===== src/logic/fpuPkg.sv =====
// ~~~~~~~~~~~~~~~~~~~~~~~~~~~~~~~~~~~~~~~~~~~~~~~~~~~~~~~~~~~~~~~~~~~~~~~~~~~~
// shared widths, encodings and stage payloads of the double multiplier
// imported by every stage and by the stage interface
// ~~~~~~~~~~~~~~~~~~~~~~~~~~~~~~~~~~~~~~~~~~~~~~~~~~~~~~~~~~~~~~~~~~~~~~~~~~~~
package fpuPkg;

	// binary64 field layout
	localparam int FPU_WIDTH = 64;
	localparam int EXP_WIDTH = 11;
	localparam int FRAC_WIDTH = 52;

	// exponent encoding
	localparam int EXP_BIAS = 1023;
	localparam int EXP_MAX = 2047;

	// full significand product, 53 x 53 bits
	localparam int PROD_WIDTH = 106;

	// multiplier slice, matches an 18x18 DSP block
	localparam int SLICE_WIDTH = 18;

	// rounding mode as presented with the operands
	typedef enum logic [1:0] {
		roundNearest = 2'd0,
		roundTrunc = 2'd1,
		roundPlusInf = 2'd2,
		roundMinusInf = 2'd3
	} roundModeT;

	// status bits returned with the product
	typedef struct packed {
		logic inexact;
		logic fault;
	} mulFlagsT;

	// redundant product, value is sumA + sumB
	typedef struct packed {
		logic [PROD_WIDTH-1:0] sumA;
		logic [PROD_WIDTH-1:0] sumB;
	} csPairT;

	// resolved product of the two significands
	typedef struct packed {
		logic [PROD_WIDTH-1:0] product;
	} productT;

	// control fields riding along with every item
	typedef struct packed {
		logic sign;
		// biased sum, two extra bits for overflow and negative range
		logic signed [EXP_WIDTH+1:0] exponent;
		// an input had exponent zero and a nonzero fraction
		logic subnormalSeen;
		roundModeT roundMode;
		logic ieeeMode;
	} stageCtlT;

endpackage

===== src/logic/fpuStageIf.sv =====
// ~~~~~~~~~~~~~~~~~~~~~~~~~~~~~~~~~~~~~~~~~~~~~~~~~~~~~~~~~~~~~~~~~~~~~~~~~~~~
// link between two multiplier stages
// payload type is chosen per link, control fields are common to all links
// ~~~~~~~~~~~~~~~~~~~~~~~~~~~~~~~~~~~~~~~~~~~~~~~~~~~~~~~~~~~~~~~~~~~~~~~~~~~~
`timescale 1ns/10ps

interface fpuStageIf import fpuPkg::*; #(
	parameter type payloadT = logic
) ();

	// item present in the upstream output register
	logic valid;
	stageCtlT ctl;
	payloadT payload;

	// upstream stage owns the registers
	modport producer (
		output valid,
		output ctl,
		output payload
	);

	modport consumer (
		input valid,
		input ctl,
		input payload
	);

endinterface


===== src/logic/fpuMulArray.sv =====
// ~~~~~~~~~~~~~~~~~~~~~~~~~~~~~~~~~~~~~~~~~~~~~~~~~~~~~~~~~~~~~~~~~~~~~~~~~~~~
// first two multiplier stages with operand unpack, slice products and CSA tree
// edge 1 holds the nine slice products and edge 2 the carry-save pair
// ~~~~~~~~~~~~~~~~~~~~~~~~~~~~~~~~~~~~~~~~~~~~~~~~~~~~~~~~~~~~~~~~~~~~~~~~~~~~
`timescale 1ns/10ps

module fpuMulArray import fpuPkg::*; #(
	parameter int expBias = EXP_BIAS
) (
	input logic clock,
	input logic rstN,
	input logic hold,
	input logic opValid,
	input logic [FPU_WIDTH-1:0] opA,
	input logic [FPU_WIDTH-1:0] opB,
	input roundModeT roundMode,
	input logic ieeeMode,
	fpuStageIf.producer cs
);

	// 53-bit significand padded to three full slices
	localparam int NUM_SLICES = 3;
	localparam int SIG_WIDTH = NUM_SLICES * SLICE_WIDTH;
	localparam int PP_WIDTH = 2 * SLICE_WIDTH;

	logic [EXP_WIDTH-1:0] expA;
	logic [EXP_WIDTH-1:0] expB;
	logic [FRAC_WIDTH-1:0] fracA;
	logic [FRAC_WIDTH-1:0] fracB;
	logic [SIG_WIDTH-1:0] sigA;
	logic [SIG_WIDTH-1:0] sigB;
	logic [PP_WIDTH-1:0] ppNext [NUM_SLICES][NUM_SLICES];
	stageCtlT ctlNext;
	logic zeroNext;

	// stage 1 registers
	logic s1Valid;
	stageCtlT s1Ctl;
	logic s1Zero;
	logic [PP_WIDTH-1:0] s1Pp [NUM_SLICES][NUM_SLICES];

	// stage 2 compressor tree
	logic [PROD_WIDTH-1:0] terms [NUM_SLICES*NUM_SLICES];
	csPairT lvl1 [NUM_SLICES];
	csPairT lvl2 [2];
	csPairT lvl3;
	csPairT csNext;

	// 3:2 compressor over full product width
	function automatic csPairT csa3(
		input logic [PROD_WIDTH-1:0] a,
		input logic [PROD_WIDTH-1:0] b,
		input logic [PROD_WIDTH-1:0] c
	);
		csPairT r;
		r.sumA = a ^ b ^ c;
		// carries weigh one bit higher
		r.sumB = ((a & b) | (a & c) | (b & c)) << 1;
		return r;
	endfunction

	assign expA = opA[FPU_WIDTH-2 -: EXP_WIDTH];
	assign expB = opB[FPU_WIDTH-2 -: EXP_WIDTH];
	assign fracA = opA[FRAC_WIDTH-1:0];
	assign fracB = opB[FRAC_WIDTH-1:0];

	// hidden one attached and top pad bit left zero
	assign sigA = {1'b0, 1'b1, fracA};
	assign sigB = {1'b0, 1'b1, fracB};

	always_comb
	begin
		for (int i = 0; i < NUM_SLICES; i++)
		begin
			for (int j = 0; j < NUM_SLICES; j++)
			begin
				ppNext[i][j] = PP_WIDTH'(sigA[i*SLICE_WIDTH +: SLICE_WIDTH])
					* PP_WIDTH'(sigB[j*SLICE_WIDTH +: SLICE_WIDTH]);
			end
		end
	end

	// sign, biased exponent and input classification
	always_comb
	begin
		ctlNext.sign = opA[FPU_WIDTH-1] ^ opB[FPU_WIDTH-1];
		ctlNext.exponent = (EXP_WIDTH+2)'(expA) + (EXP_WIDTH+2)'(expB)
			- (EXP_WIDTH+2)'(expBias);
		ctlNext.subnormalSeen = ((expA == '0) && (fracA != '0))
			|| ((expB == '0) && (fracB != '0));
		ctlNext.roundMode = roundMode;
		ctlNext.ieeeMode = ieeeMode;
		// any exponent-zero input counts as zero
		zeroNext = (expA == '0) || (expB == '0);
	end

	// stage 1 valid
	always_ff @(posedge clock or negedge rstN)
	begin
		if (!rstN)
			s1Valid <= 1'b0;
		else if (!hold)
			s1Valid <= opValid;
	end

	always_ff @(posedge clock)
	begin
		if (!hold)
		begin
			s1Ctl <= ctlNext;
			s1Zero <= zeroNext;
			s1Pp <= ppNext;
		end
	end

	// align slice products by their weight
	always_comb
	begin
		for (int i = 0; i < NUM_SLICES; i++)
		begin
			for (int j = 0; j < NUM_SLICES; j++)
			begin
				terms[i*NUM_SLICES+j] = PROD_WIDTH'(s1Pp[i][j])
					<< (SLICE_WIDTH*(i+j));
			end
		end
	end

	// nine words down to two
	always_comb
	begin
		for (int k = 0; k < NUM_SLICES; k++)
		begin
			lvl1[k] = csa3(terms[3*k], terms[3*k+1], terms[3*k+2]);
		end
		lvl2[0] = csa3(lvl1[0].sumA, lvl1[0].sumB, lvl1[1].sumA);
		lvl2[1] = csa3(lvl1[1].sumB, lvl1[2].sumA, lvl1[2].sumB);
		lvl3 = csa3(lvl2[0].sumA, lvl2[0].sumB, lvl2[1].sumA);
		csNext = csa3(lvl3.sumA, lvl3.sumB, lvl2[1].sumB);
		// zero operand gives a zero product downstream
		if (s1Zero)
			csNext = '0;
	end

	// stage 2 valid
	always_ff @(posedge clock or negedge rstN)
	begin
		if (!rstN)
			cs.valid <= 1'b0;
		else if (!hold)
			cs.valid <= s1Valid;
	end

	always_ff @(posedge clock)
	begin
		if (!hold)
		begin
			cs.ctl <= s1Ctl;
			cs.payload <= csNext;
		end
	end

	// work offered during a stall would never be captured
	noIssueWhileHeld: assert property (@(posedge clock) disable iff (!rstN)
		hold |-> !opValid);

endmodule


===== src/flat_wrapper.sv =====
// flat-port wrapper written by rule: the top's interface ports become plain ports
module fpuMulArray_flat import fpuPkg::*;
#(
	parameter int expBias = EXP_BIAS
)
  (clock, rstN, hold, opValid, opA, opB, roundMode, ieeeMode, cs_valid, cs_ctl, cs_payload);
  fpuStageIf cs_i ();
  input logic clock;
  input logic rstN;
  input logic hold;
  input logic opValid;
  input logic [FPU_WIDTH-1:0] opA;
  input logic [FPU_WIDTH-1:0] opB;
  input roundModeT roundMode;
  input logic ieeeMode;
  output wire logic [$bits(cs_i.valid)-1:0] cs_valid;
  output wire logic [$bits(cs_i.ctl)-1:0] cs_ctl;
  output wire logic [$bits(cs_i.payload)-1:0] cs_payload;
  assign cs_valid = cs_i.valid;
  assign cs_ctl = cs_i.ctl;
  assign cs_payload = cs_i.payload;
  fpuMulArray #(.expBias(expBias)) u_core (.clock(clock), .rstN(rstN), .hold(hold), .opValid(opValid), .opA(opA), .opB(opB), .roundMode(roundMode), .ieeeMode(ieeeMode), .cs(cs_i));
endmodule

===== config.mk =====
export PLATFORM = sky130hd
export DESIGN_NAME = fpuMulArray_flat
export DESIGN_NICKNAME = d
export VERILOG_FILES = /design/src/logic/fpuPkg.sv /design/src/logic/fpuStageIf.sv /design/src/logic/fpuMulArray.sv /design/src/flat_wrapper.sv
export SDC_FILE = /design/constraint.sdc
export NUM_CORES = 1
export LEC_CHECK = 0
export BUFFER_PORTS_ARGS = -buffer_cell sky130_fd_sc_hd__buf_2
export CAP_MARGIN = 20
export CELL_PAD_IN_SITES_DETAIL_PLACEMENT = 1
export CELL_PAD_IN_SITES_GLOBAL_PLACEMENT = 2
export CORE_MARGIN = 2
export CORE_UTILIZATION = 20
export DETAILED_ROUTE_END_ITERATION = 10
export GPL_TIMING_DRIVEN = 1
export PLACE_DENSITY = 0.82
export SYNTH_ARGS = -nofsm -noshare
export SYNTH_HDL_FRONTEND = slang
export SYNTH_SLANG_ARGS = --single-unit

===== constraint.sdc =====
create_clock -name clock -period 0.8 [get_ports clock]
set_input_delay 0.04 -clock clock [delete_from_list [all_inputs] [get_ports clock]]
set_output_delay 0.04 -clock clock [all_outputs]
set_load 0.005 [all_outputs]

==> metrics.md, run 1 <==
| Metric | Value |
|---|---|
| Final wirelength | `about 7400 um` |
| Share of layout cells above drive strength 1 | `66.2%` |
| Outcome | `finished, violations left` |
| Minimum clock period | `about 2 ns` |
| Clock Tree Root | `clkbuf_8` |
| Deepest clock path buffer count | `2` |
| FILL cells | `1199` |
| Fin worst setup slack | `-1.16 ns` |
| Total die area | `11500 sq um` |
| CP startpoint kind | `primary input` |
| Highest-count cells in the layout ignoring fill and taps | `144 x buf_2, 47 x buf_4, 36 x edfxtp_1` |
| Largest stage delay, worst path | `0.50 ns` |
| Die Y | `107 um` |
| Initial antenna violation count | `0` |
| H-tree depth | `2` |
| GRT Residual Overflow | `0` |
| Syn_area_per_cell | `11.9 sq um` |
| Period utilization | `246%` |
| Fmax | `509 MHz` |
| FFs w/ async S/R, synth | `between 5 and 6%` |
| Largest net degree at the start of global routing | `26` |
| Core Area | `about 10000 sq um` |
| Area Overhead vs Synth | `87.2%` |
| CTS tree | `yes` |
| Highest fanout seen on the critical path | `3` |
| Max cap viols | `0` |
| Design area | `roughly 4000 sq um` |
| Global-route wire length before repair | `around 11000 um` |
| WS Path Type | `primary input to flop` |
| Vias/cell | `4.31` |
| I/O Pins | `155` |
| GP Congestion | `around 0.8` |
| Register area share after synthesis | `between 50% and 60%` |
| Setup TNS | `-10.48 ns` |
| Initial core utilization | `about a fifth` |
| Syn Nets | `between 300 and 400` |
| Vias in the first global route | `2523` |
| Final setup viols | `27` |
| Row Count | `37` |
| Post-layout nets | `539` |
| RSZ-0062 raised after global routing | `yes` |
| VDD IR max | `0.988 mV` |
| Leak | `between 1.5 and 2 nW` |
| Number of flops mapped to enable cells by yosys | `36` |
| Number of routed nets with antenna violations | `0` |
| Worst EP required | `0.83 ns` |
| Final Max Tran Viols | `0` |
| Final Power | `5.64 mW` |
| Failing checks | `negative setup slack` |
| Synth Flop Type | `edfxtp_1` |
| Routed wire per std cell | `14.0 um` |
| Hold Crit Class | `primary input to flop` |
| Final Hold Vio Count | `0` |
| Clk_lat worst skew | `between 0.2 and 0.3 ns` |
| Yosys reg bits | `38` |
| Clock Sinks | `38` |
| CTS buffer count | `5` |
| DP Worst Slack | `-1.54 ns` |
| Post-Layout Cell Count | `526` |
| PortBufs | `153` |
| PwrDens | `1420 nW/um^2` |
| Ys Warns | `0` |
| Overall Global Routing Usage | `12.5%` |
| Commonest non-fill, non-tap cell in the layout | `buf_2` |
| CP endpoint kind | `flop` |
| Crit path DAT | `2.00 ns` |
| Post-Syn Area | `2120 sq um` |
| Antenna diodes | `0` |
| DP Wirelength | `6230 um` |
| # DRC | `0` |
| Synth cell types | `40` |
| Critical-path top delay cell | `or4_4` |
| Post-DP Area | `around 3500 sq um` |
| Worst-path clk slew | `0.06 ns` |
| Hold WS | `0.0694 ns` |
| Via count | `2268` |
| Clock Skews | `0.00447 ns` |
| Initial drt markers | `31` |
| CP Cell Sequence | `buf_8 > ha_4 > inv_2 > fa_2 > nor2b_4 > o21a_1 > or3_4 > nand3_4 > or4_4 > nand2b_4 > xnor2_2` |
| Synth Instances | `179` |
| Post-route core utilization | `38.5%` |
| # placed instances | `514` |
| Die W | `107 um` |
| First-pass DRT Iterations | `3` |
## power by group
part	switching, mW	internal, mW
clock network	0.568	0.567
registers	0.0614	2.51
logic	0.833	1.10
## area by class of cell
| cell class | count | area, sq um | area share (%) |
|---|---|---|---|
| Clock buffer | 5 | 68.8 | 1.73 |
| Timing Repair Buffer | 206 | 1250 | 31.5 |
| Tap cell | 136 | 170 | 4.28 |
| Clock inverter | 1 | 3.75 | 0.0944 |
| Inverter | 6 | 26.3 | 0.661 |
| Sequential cell | 38 | 1130 | 28.4 |
| Multi-Input combinational cell | 134 | 1330 | 33.3 |
## final timing paths
path,from,end,slack [ns],cells after the start
max,opA[52],u_core.s1Ctl[12]$_DFFE_PN_,-1.16,11
min,opA[63],u_core.s1Ctl[17]$_DFFE_PN_,0.07,2
max reg2reg,u_core.s1Valid$_DFFE_PN0N_,u_core.s1Valid$_DFFE_PN0N_,0.05,1
min reg2reg,u_core.s1Ctl[17]$_DFFE_PN_,u_core.cs.ctl[17]$_DFFE_PN_,0.42,0
max in group asynchronous,rstN,u_core.cs.valid$_DFFE_PN0N_,0.63,2
min in group asynchronous,rstN,u_core.s1Valid$_DFFE_PN0N_,0.08,2
## per-layer routing
metal  wire length [um]  track usage (%)
met1               2630             12.6
met2               4110             25.3
met3                515             3.22
met4                116             2.97
met5                  0                0
## synthesized netlist by cell type, types with 2 or more instances
master	count	area, sq um
mux2_2	2	22.5
nand3_1	9	45.0
dfrtp_1	2	50.1
nand2b_1	2	12.5
a21oi_1	5	25.0
o21a_1	2	15.0
nand4_1	4	25.0
nand2_1	8	30.0
ha_1	12	150
edfxtp_1	36	1080
xnor2_1	13	114
o21ai_0	2	10.0
a31oi_1	2	12.5
o21ai_1	2	10.0
nor2_1	8	30.0
inv_1	6	22.5
xor2_1	6	52.6
nor3_1	4	20.0
nor4_1	32	200
a21o_1	2	15.0
## state kept, by name, summed over array words and instances, names as in the netlist
name             count
u_core.cs.ctl       18
u_core.s1Valid       1
u_core.s1Ctl        18
u_core.cs.valid      1
## critical path, delay by kind of cell
family	cells	cell delay, ns
AND/OR/NAND/NOR	5	1.02
adder cells (fa/ha/maj)	2	0.51
AO/OA/AOI/OAI	1	0.17
buffers and inverters	2	0.12
XOR/XNOR	1	0.12
## kinds of logic after synthesis
family / Yosys count / share of synthesized area [%]
buffers and inverters: 7 / 1.41
DFF: 38 / 53.2
adders and majority gates: 13 / 8.01
muxes: 2 / 1.06
and+or+nand+nor: 75 / 20.1
xor gates and xnor gates: 20 / 8.60
AOI/OAI and AO/OA: 23 / 7.42
other: 1 / 0.177
## repair_timing
action	in CTS	in global routing
hold endpoints to repair	6	0
pin swaps	21	13
gates resized for setup	38	15
buffers inserted	2	2
hold buffers	5	0
setup endpoints to repair	32	32
(Power assumes the default switching activity.)
==> inputs of run 2 (changes only) <==
--- a/config.mk
+++ b/config.mk
@@ -5,6 +5,7 @@
 export SDC_FILE = /design/constraint.sdc
 export NUM_CORES = 1
 export LEC_CHECK = 0
+export ABC_AREA = 1
 export BUFFER_PORTS_ARGS = -buffer_cell sky130_fd_sc_hd__buf_2
 export CAP_MARGIN = 20
 export CELL_PAD_IN_SITES_DETAIL_PLACEMENT = 1
==> metrics.md, run 2 <==
| Metric | Value |
|---|---|
| Outcome | `finished, violations left` |
| Failing checks | `negative setup slack` |
| Area Overhead vs Synth | `72.8%` |
| Cell count of the worst hold path | `3 (+1)` |
| WS Path Type | `primary input to flop` |
| Largest regs | `u_core.cs.ctl x18, u_core.s1Ctl x18` |
| # DRC | `0 (unchanged)` |
| Ys Warns | `0 (unchanged)` |
| Clock network fraction of total power | `36.7% (+17 points)` |
| Crit path DAT | `1.79 ns (-0.21 ns)` |
| Overall Global Routing Usage | `12.3% (-0.23 points)` |
| Post-DP Area | `3720 sq um (+5.5%)` |
| NetSw | `1.68 mW (+15%)` |
| Cell mode on critical path | `inv_2` |
| Synth top cells by count | `64 x nand2_1, 36 x edfxtp_1, 34 x inv_1` |
| Clock Tree Root | `clkbuf_16` |
| Buf/Inv on CP | `4 (+2)` |
| Met3 Resource Use GR | `1.81% (-1.4 points)` |
| Core Area | `11900 sq um (+15%)` |
| Commonest non-fill, non-tap cell in the layout | `buf_2` |
| Largest stage delay, worst path | `0.42 ns (-0.08 ns)` |
| FFs w/ async S/R, synth | `5.26% (unchanged)` |
| Flop pwr share | `37.0% (-8.7 points)` |
| Global-route wire length before repair | `13000 um (+15%)` |
| Design area | `4150 sq um (+4.4%)` |
| Post-layout nets | `623 (+16%)` |
| Cell with the most instances after synthesis | `nand2_1` |
| GP Congestion | `0.810 (-0.53%)` |
| Syn_area_per_cell | `9.04 sq um (-24%)` |
| Routed wire per std cell | `12.7 um (-9.4%)` |
| Vias/cell | `4.25 (-1.3%)` |
| Initial antenna violation count | `0 (unchanged)` |
| Minimum clock period | `1.76 ns (-0.206 ns)` |
| Via count | `2650 (+17%)` |
| H-tree depth | `2 (unchanged)` |
| Antenna diodes | `0 (unchanged)` |
| Register area share after synthesis | `47.1% (-6.2 points)` |
| Setup TNS | `-9.38 ns (+1.10 ns)` |
| Worst-path clk slew | `0.06 ns (about the same)` |
| Initial drt markers | `75 (+140%)` |
| Hold Crit Start | `hold` |
| Fmax | `569 MHz (+12%)` |
| Reg2reg end | `u_core.cs.valid$_DFFE_PN0N_` |
| Busiest grt layer | `met2` |
| Hold Crit Class | `primary input to flop` |
| Yosys reg bits | `38 (unchanged)` |
| Synth Instances | `266 (+49%)` |
| Final Hold Vio Count | `0 (unchanged)` |
| Clk_lat worst skew | `0.28 ns (about the same)` |
| Worst EP required | `0.84 ns (about the same)` |
| Post-synth top area share | `45.0% (-5.9 points)` |
| Highest-count cells in the layout ignoring fill and taps | `151 x buf_2, 60 x nand2_1, 42 x buf_4` |
| R2r setup slk | `0.09 ns (+0.04 ns)` |
| Cell family with most CP delay | `simple AND/OR/NAND/NOR gates` |
| Share of layout cells above drive strength 1 | `54.0% (-12 points)` |
| VDD IR max | `0.843 mV (-15%)` |
| # placed instances | `602 (+17%)` |
| Met1 usage | `13.7% (+1.1 points)` |
| Net Sw Frac | `24.6% (-1.4 points)` |
| PortBufs | `153 (unchanged)` |
| I/O Pins | `155 (unchanged)` |
| FILL cells | `1384 (+15%)` |
| CTS tree | `yes` |
| Period utilization | `220% (-26 points)` |
| Synth cell types | `30 (-25%)` |
| Worst r2r path cells | `3 (+2)` |
| GRT Residual Overflow | `0 (unchanged)` |
| Clock Skews | `0.00378 ns (-0.000684 ns)` |
| First-pass DRT Iterations | `4 (+1)` |
| Multi-input gate area | `1290 sq um (-2.3%)` |
| Clock Sinks | `38 (unchanged)` |
| Max cap viols | `0 (unchanged)` |
| Yosys top cell by area | `edfxtp_1` |
| RSZ-0062 raised after global routing | `yes` |
| CP endpoint kind | `flop` |
| Largest net degree at the start of global routing | `20 (-23%)` |
| Initial core utilization | `20.3% (-0.32 points)` |
| Met2 GRT Util | `24.4% (-0.84 points)` |
| PwrDens | `1650 nW/um^2 (+16%)` |
| Vias in the first global route | `2899 (+15%)` |
| Critical-path top delay cell | `fa_2` |
| Row Count | `40 (+8.1%)` |
| FF-to-FF Start | `u_core.cs.valid$_DFFE_PN0N_` |
| CTS buffer count | `5 (unchanged)` |
| Final Max Tran Viols | `0 (unchanged)` |
| Hold Path End | `u_core.cs.valid$_DFFE_PN0N_` |
| Number of routed nets with antenna violations | `0 (unchanged)` |
| Synth Flop Type | `edfxtp_1` |
| Post-route core utilization | `35.0% (-3.5 points)` |
| Total die area | `12900 sq um (+13%)` |
| DP Wirelength | `6860 um (+10%)` |
| Post-Syn Area | `2400 sq um (+13%)` |
| Post-Layout Cell Count | `623 (+18%)` |
| Leak | `1.99 nW (+17%)` |
| Deepest clock path buffer count | `2 (unchanged)` |
| FF/Latch Area | `1130 sq um (unchanged)` |
| Comb power frac | `26.3% (-7.9 points)` |
| Top cells by area, synth | `edfxtp_1 45%, nand2_1 10%, nor4_1 7.8%` |
| CP Cell Sequence | `buf_8 > ha_4 > inv_2 > fa_2 > inv_2 > ha_4 > inv_2 > nor2_4 > nand3_2 > nor2_4 > nand3_2 > nor2_2 > nand3_1 > nand2_1 > nand2_1` |
| CP startpoint kind | `primary input` |
| Highest fanout seen on the critical path | `2 (-1)` |
| Number of flops mapped to enable cells by yosys | `36 (unchanged)` |
| Die Y | `114 um (+6.1%)` |
| Final setup viols | `25 (-7.4%)` |
| Fin worst setup slack | `-0.959 ns (+0.206 ns)` |
| Final wirelength | `7910 um (+7.3%)` |
| Pint | `5.17 mW (+24%)` |
| Die W | `114 um (+6.1%)` |
| Syn Nets | `414 (+27%)` |
## run 2: cell types whose count changed in the layout (fill, tap and decap cells not counted), sizes merged, moves of 10 or more
cell   previous run  this run
inv               5        35
nand3             9        20
xnor2            14         2
nor2              8        18
nand2             9        73
## run 2: how the worst max path moves through the flow
stage	start	end	slack (ns)	depth (start not counted)
final	opA[52]	u_core.s1Ctl[14]$_DFFE_PN_	-0.96	15
after global routing	opA[52]	u_core.s1Ctl[14]$_DFFE_PN_	-1.07	15
after CTS	opA[52]	u_core.s1Ctl[14]$_DFFE_PN_	-0.89	15
after global placement	opA[52]	u_core.s1Ctl[14]$_DFFE_PN_	-1.20	15
after floorplan	opA[52]	u_core.s1Ctl[14]$_DFFE_PN_	-1.04	14
after detailed placement	opA[52]	u_core.s1Ctl[14]$_DFFE_PN_	-1.28	15
## run 2: worst register-to-register path, delay by kind of cell (launching register included)
kind | cells | cell delay (ns)
DFF | 1 | 0.37
buffers and inverters | 1 | 0.13
and+or+nand+nor | 2 | 0.10
## run 2: power groups by stage
stage                     combinational, mW  sequential (mW)  clock (mW)
after floorplan                       0.743             2.57           0
after global placement                 1.57             2.56           0
after detailed placement               1.62             2.58           0
after CTS                              1.69             2.54        2.56
after global routing                   2.02             2.56        2.64
final                                  1.80             2.54        2.51
## run 2: layout make-up
cell class	instances	share of cell area, %
timing repair buffer	204	29.1
multi-input combinational	190	31.2
clock inverter	3	1.66
sequential	38	27.2
inverter	36	3.34
tap	147	4.43
clock buffer	5	3.01
## run 2: kinds of logic (layout without fill, tap and decap cells)
kind of cell    Yosys count  after routing  share of synthesized area, %
other cells               1              1                         0.156
simple gates            157            157                          33.7
buf+inv                  38            248                          6.40
compound gates           11             11                          2.65
xor+xnor                  8              8                          2.92
fa+ha+maj                13             13                          7.08
flops                    38             38                          47.1
## run 2: repair_timing
action / in CTS / in global routing
endpoints found under the hold margin: 6 / 0
gates resized for setup: 8 / 21
hold buffers: 5 / 0
buffers inserted: 4 / 7
gates cloned: 0 / 0
pin swaps: 2 / 10
setup endpoints to repair: 32 / 32
## run 2: per-stage QoR
step / hold slack (ns) / power (mW) / worst slack, ns
floorplan: -0.256 / 3.32 / -1.04
detailed placement: -0.169 / 4.20 / -1.28
global placement: -0.175 / 4.13 / -1.20
global route: 0.0400 / 7.22 / -1.07
CTS: 0.0286 / 6.79 / -0.887
finish: 0.0320 / 6.85 / -0.959
## run 2: layer usage
metal  vias up  wire length [um]
met5         -                 0
met4         0                79
met2       100              4260
met1      1198              3150
met3         8               418
li1       1344                 -
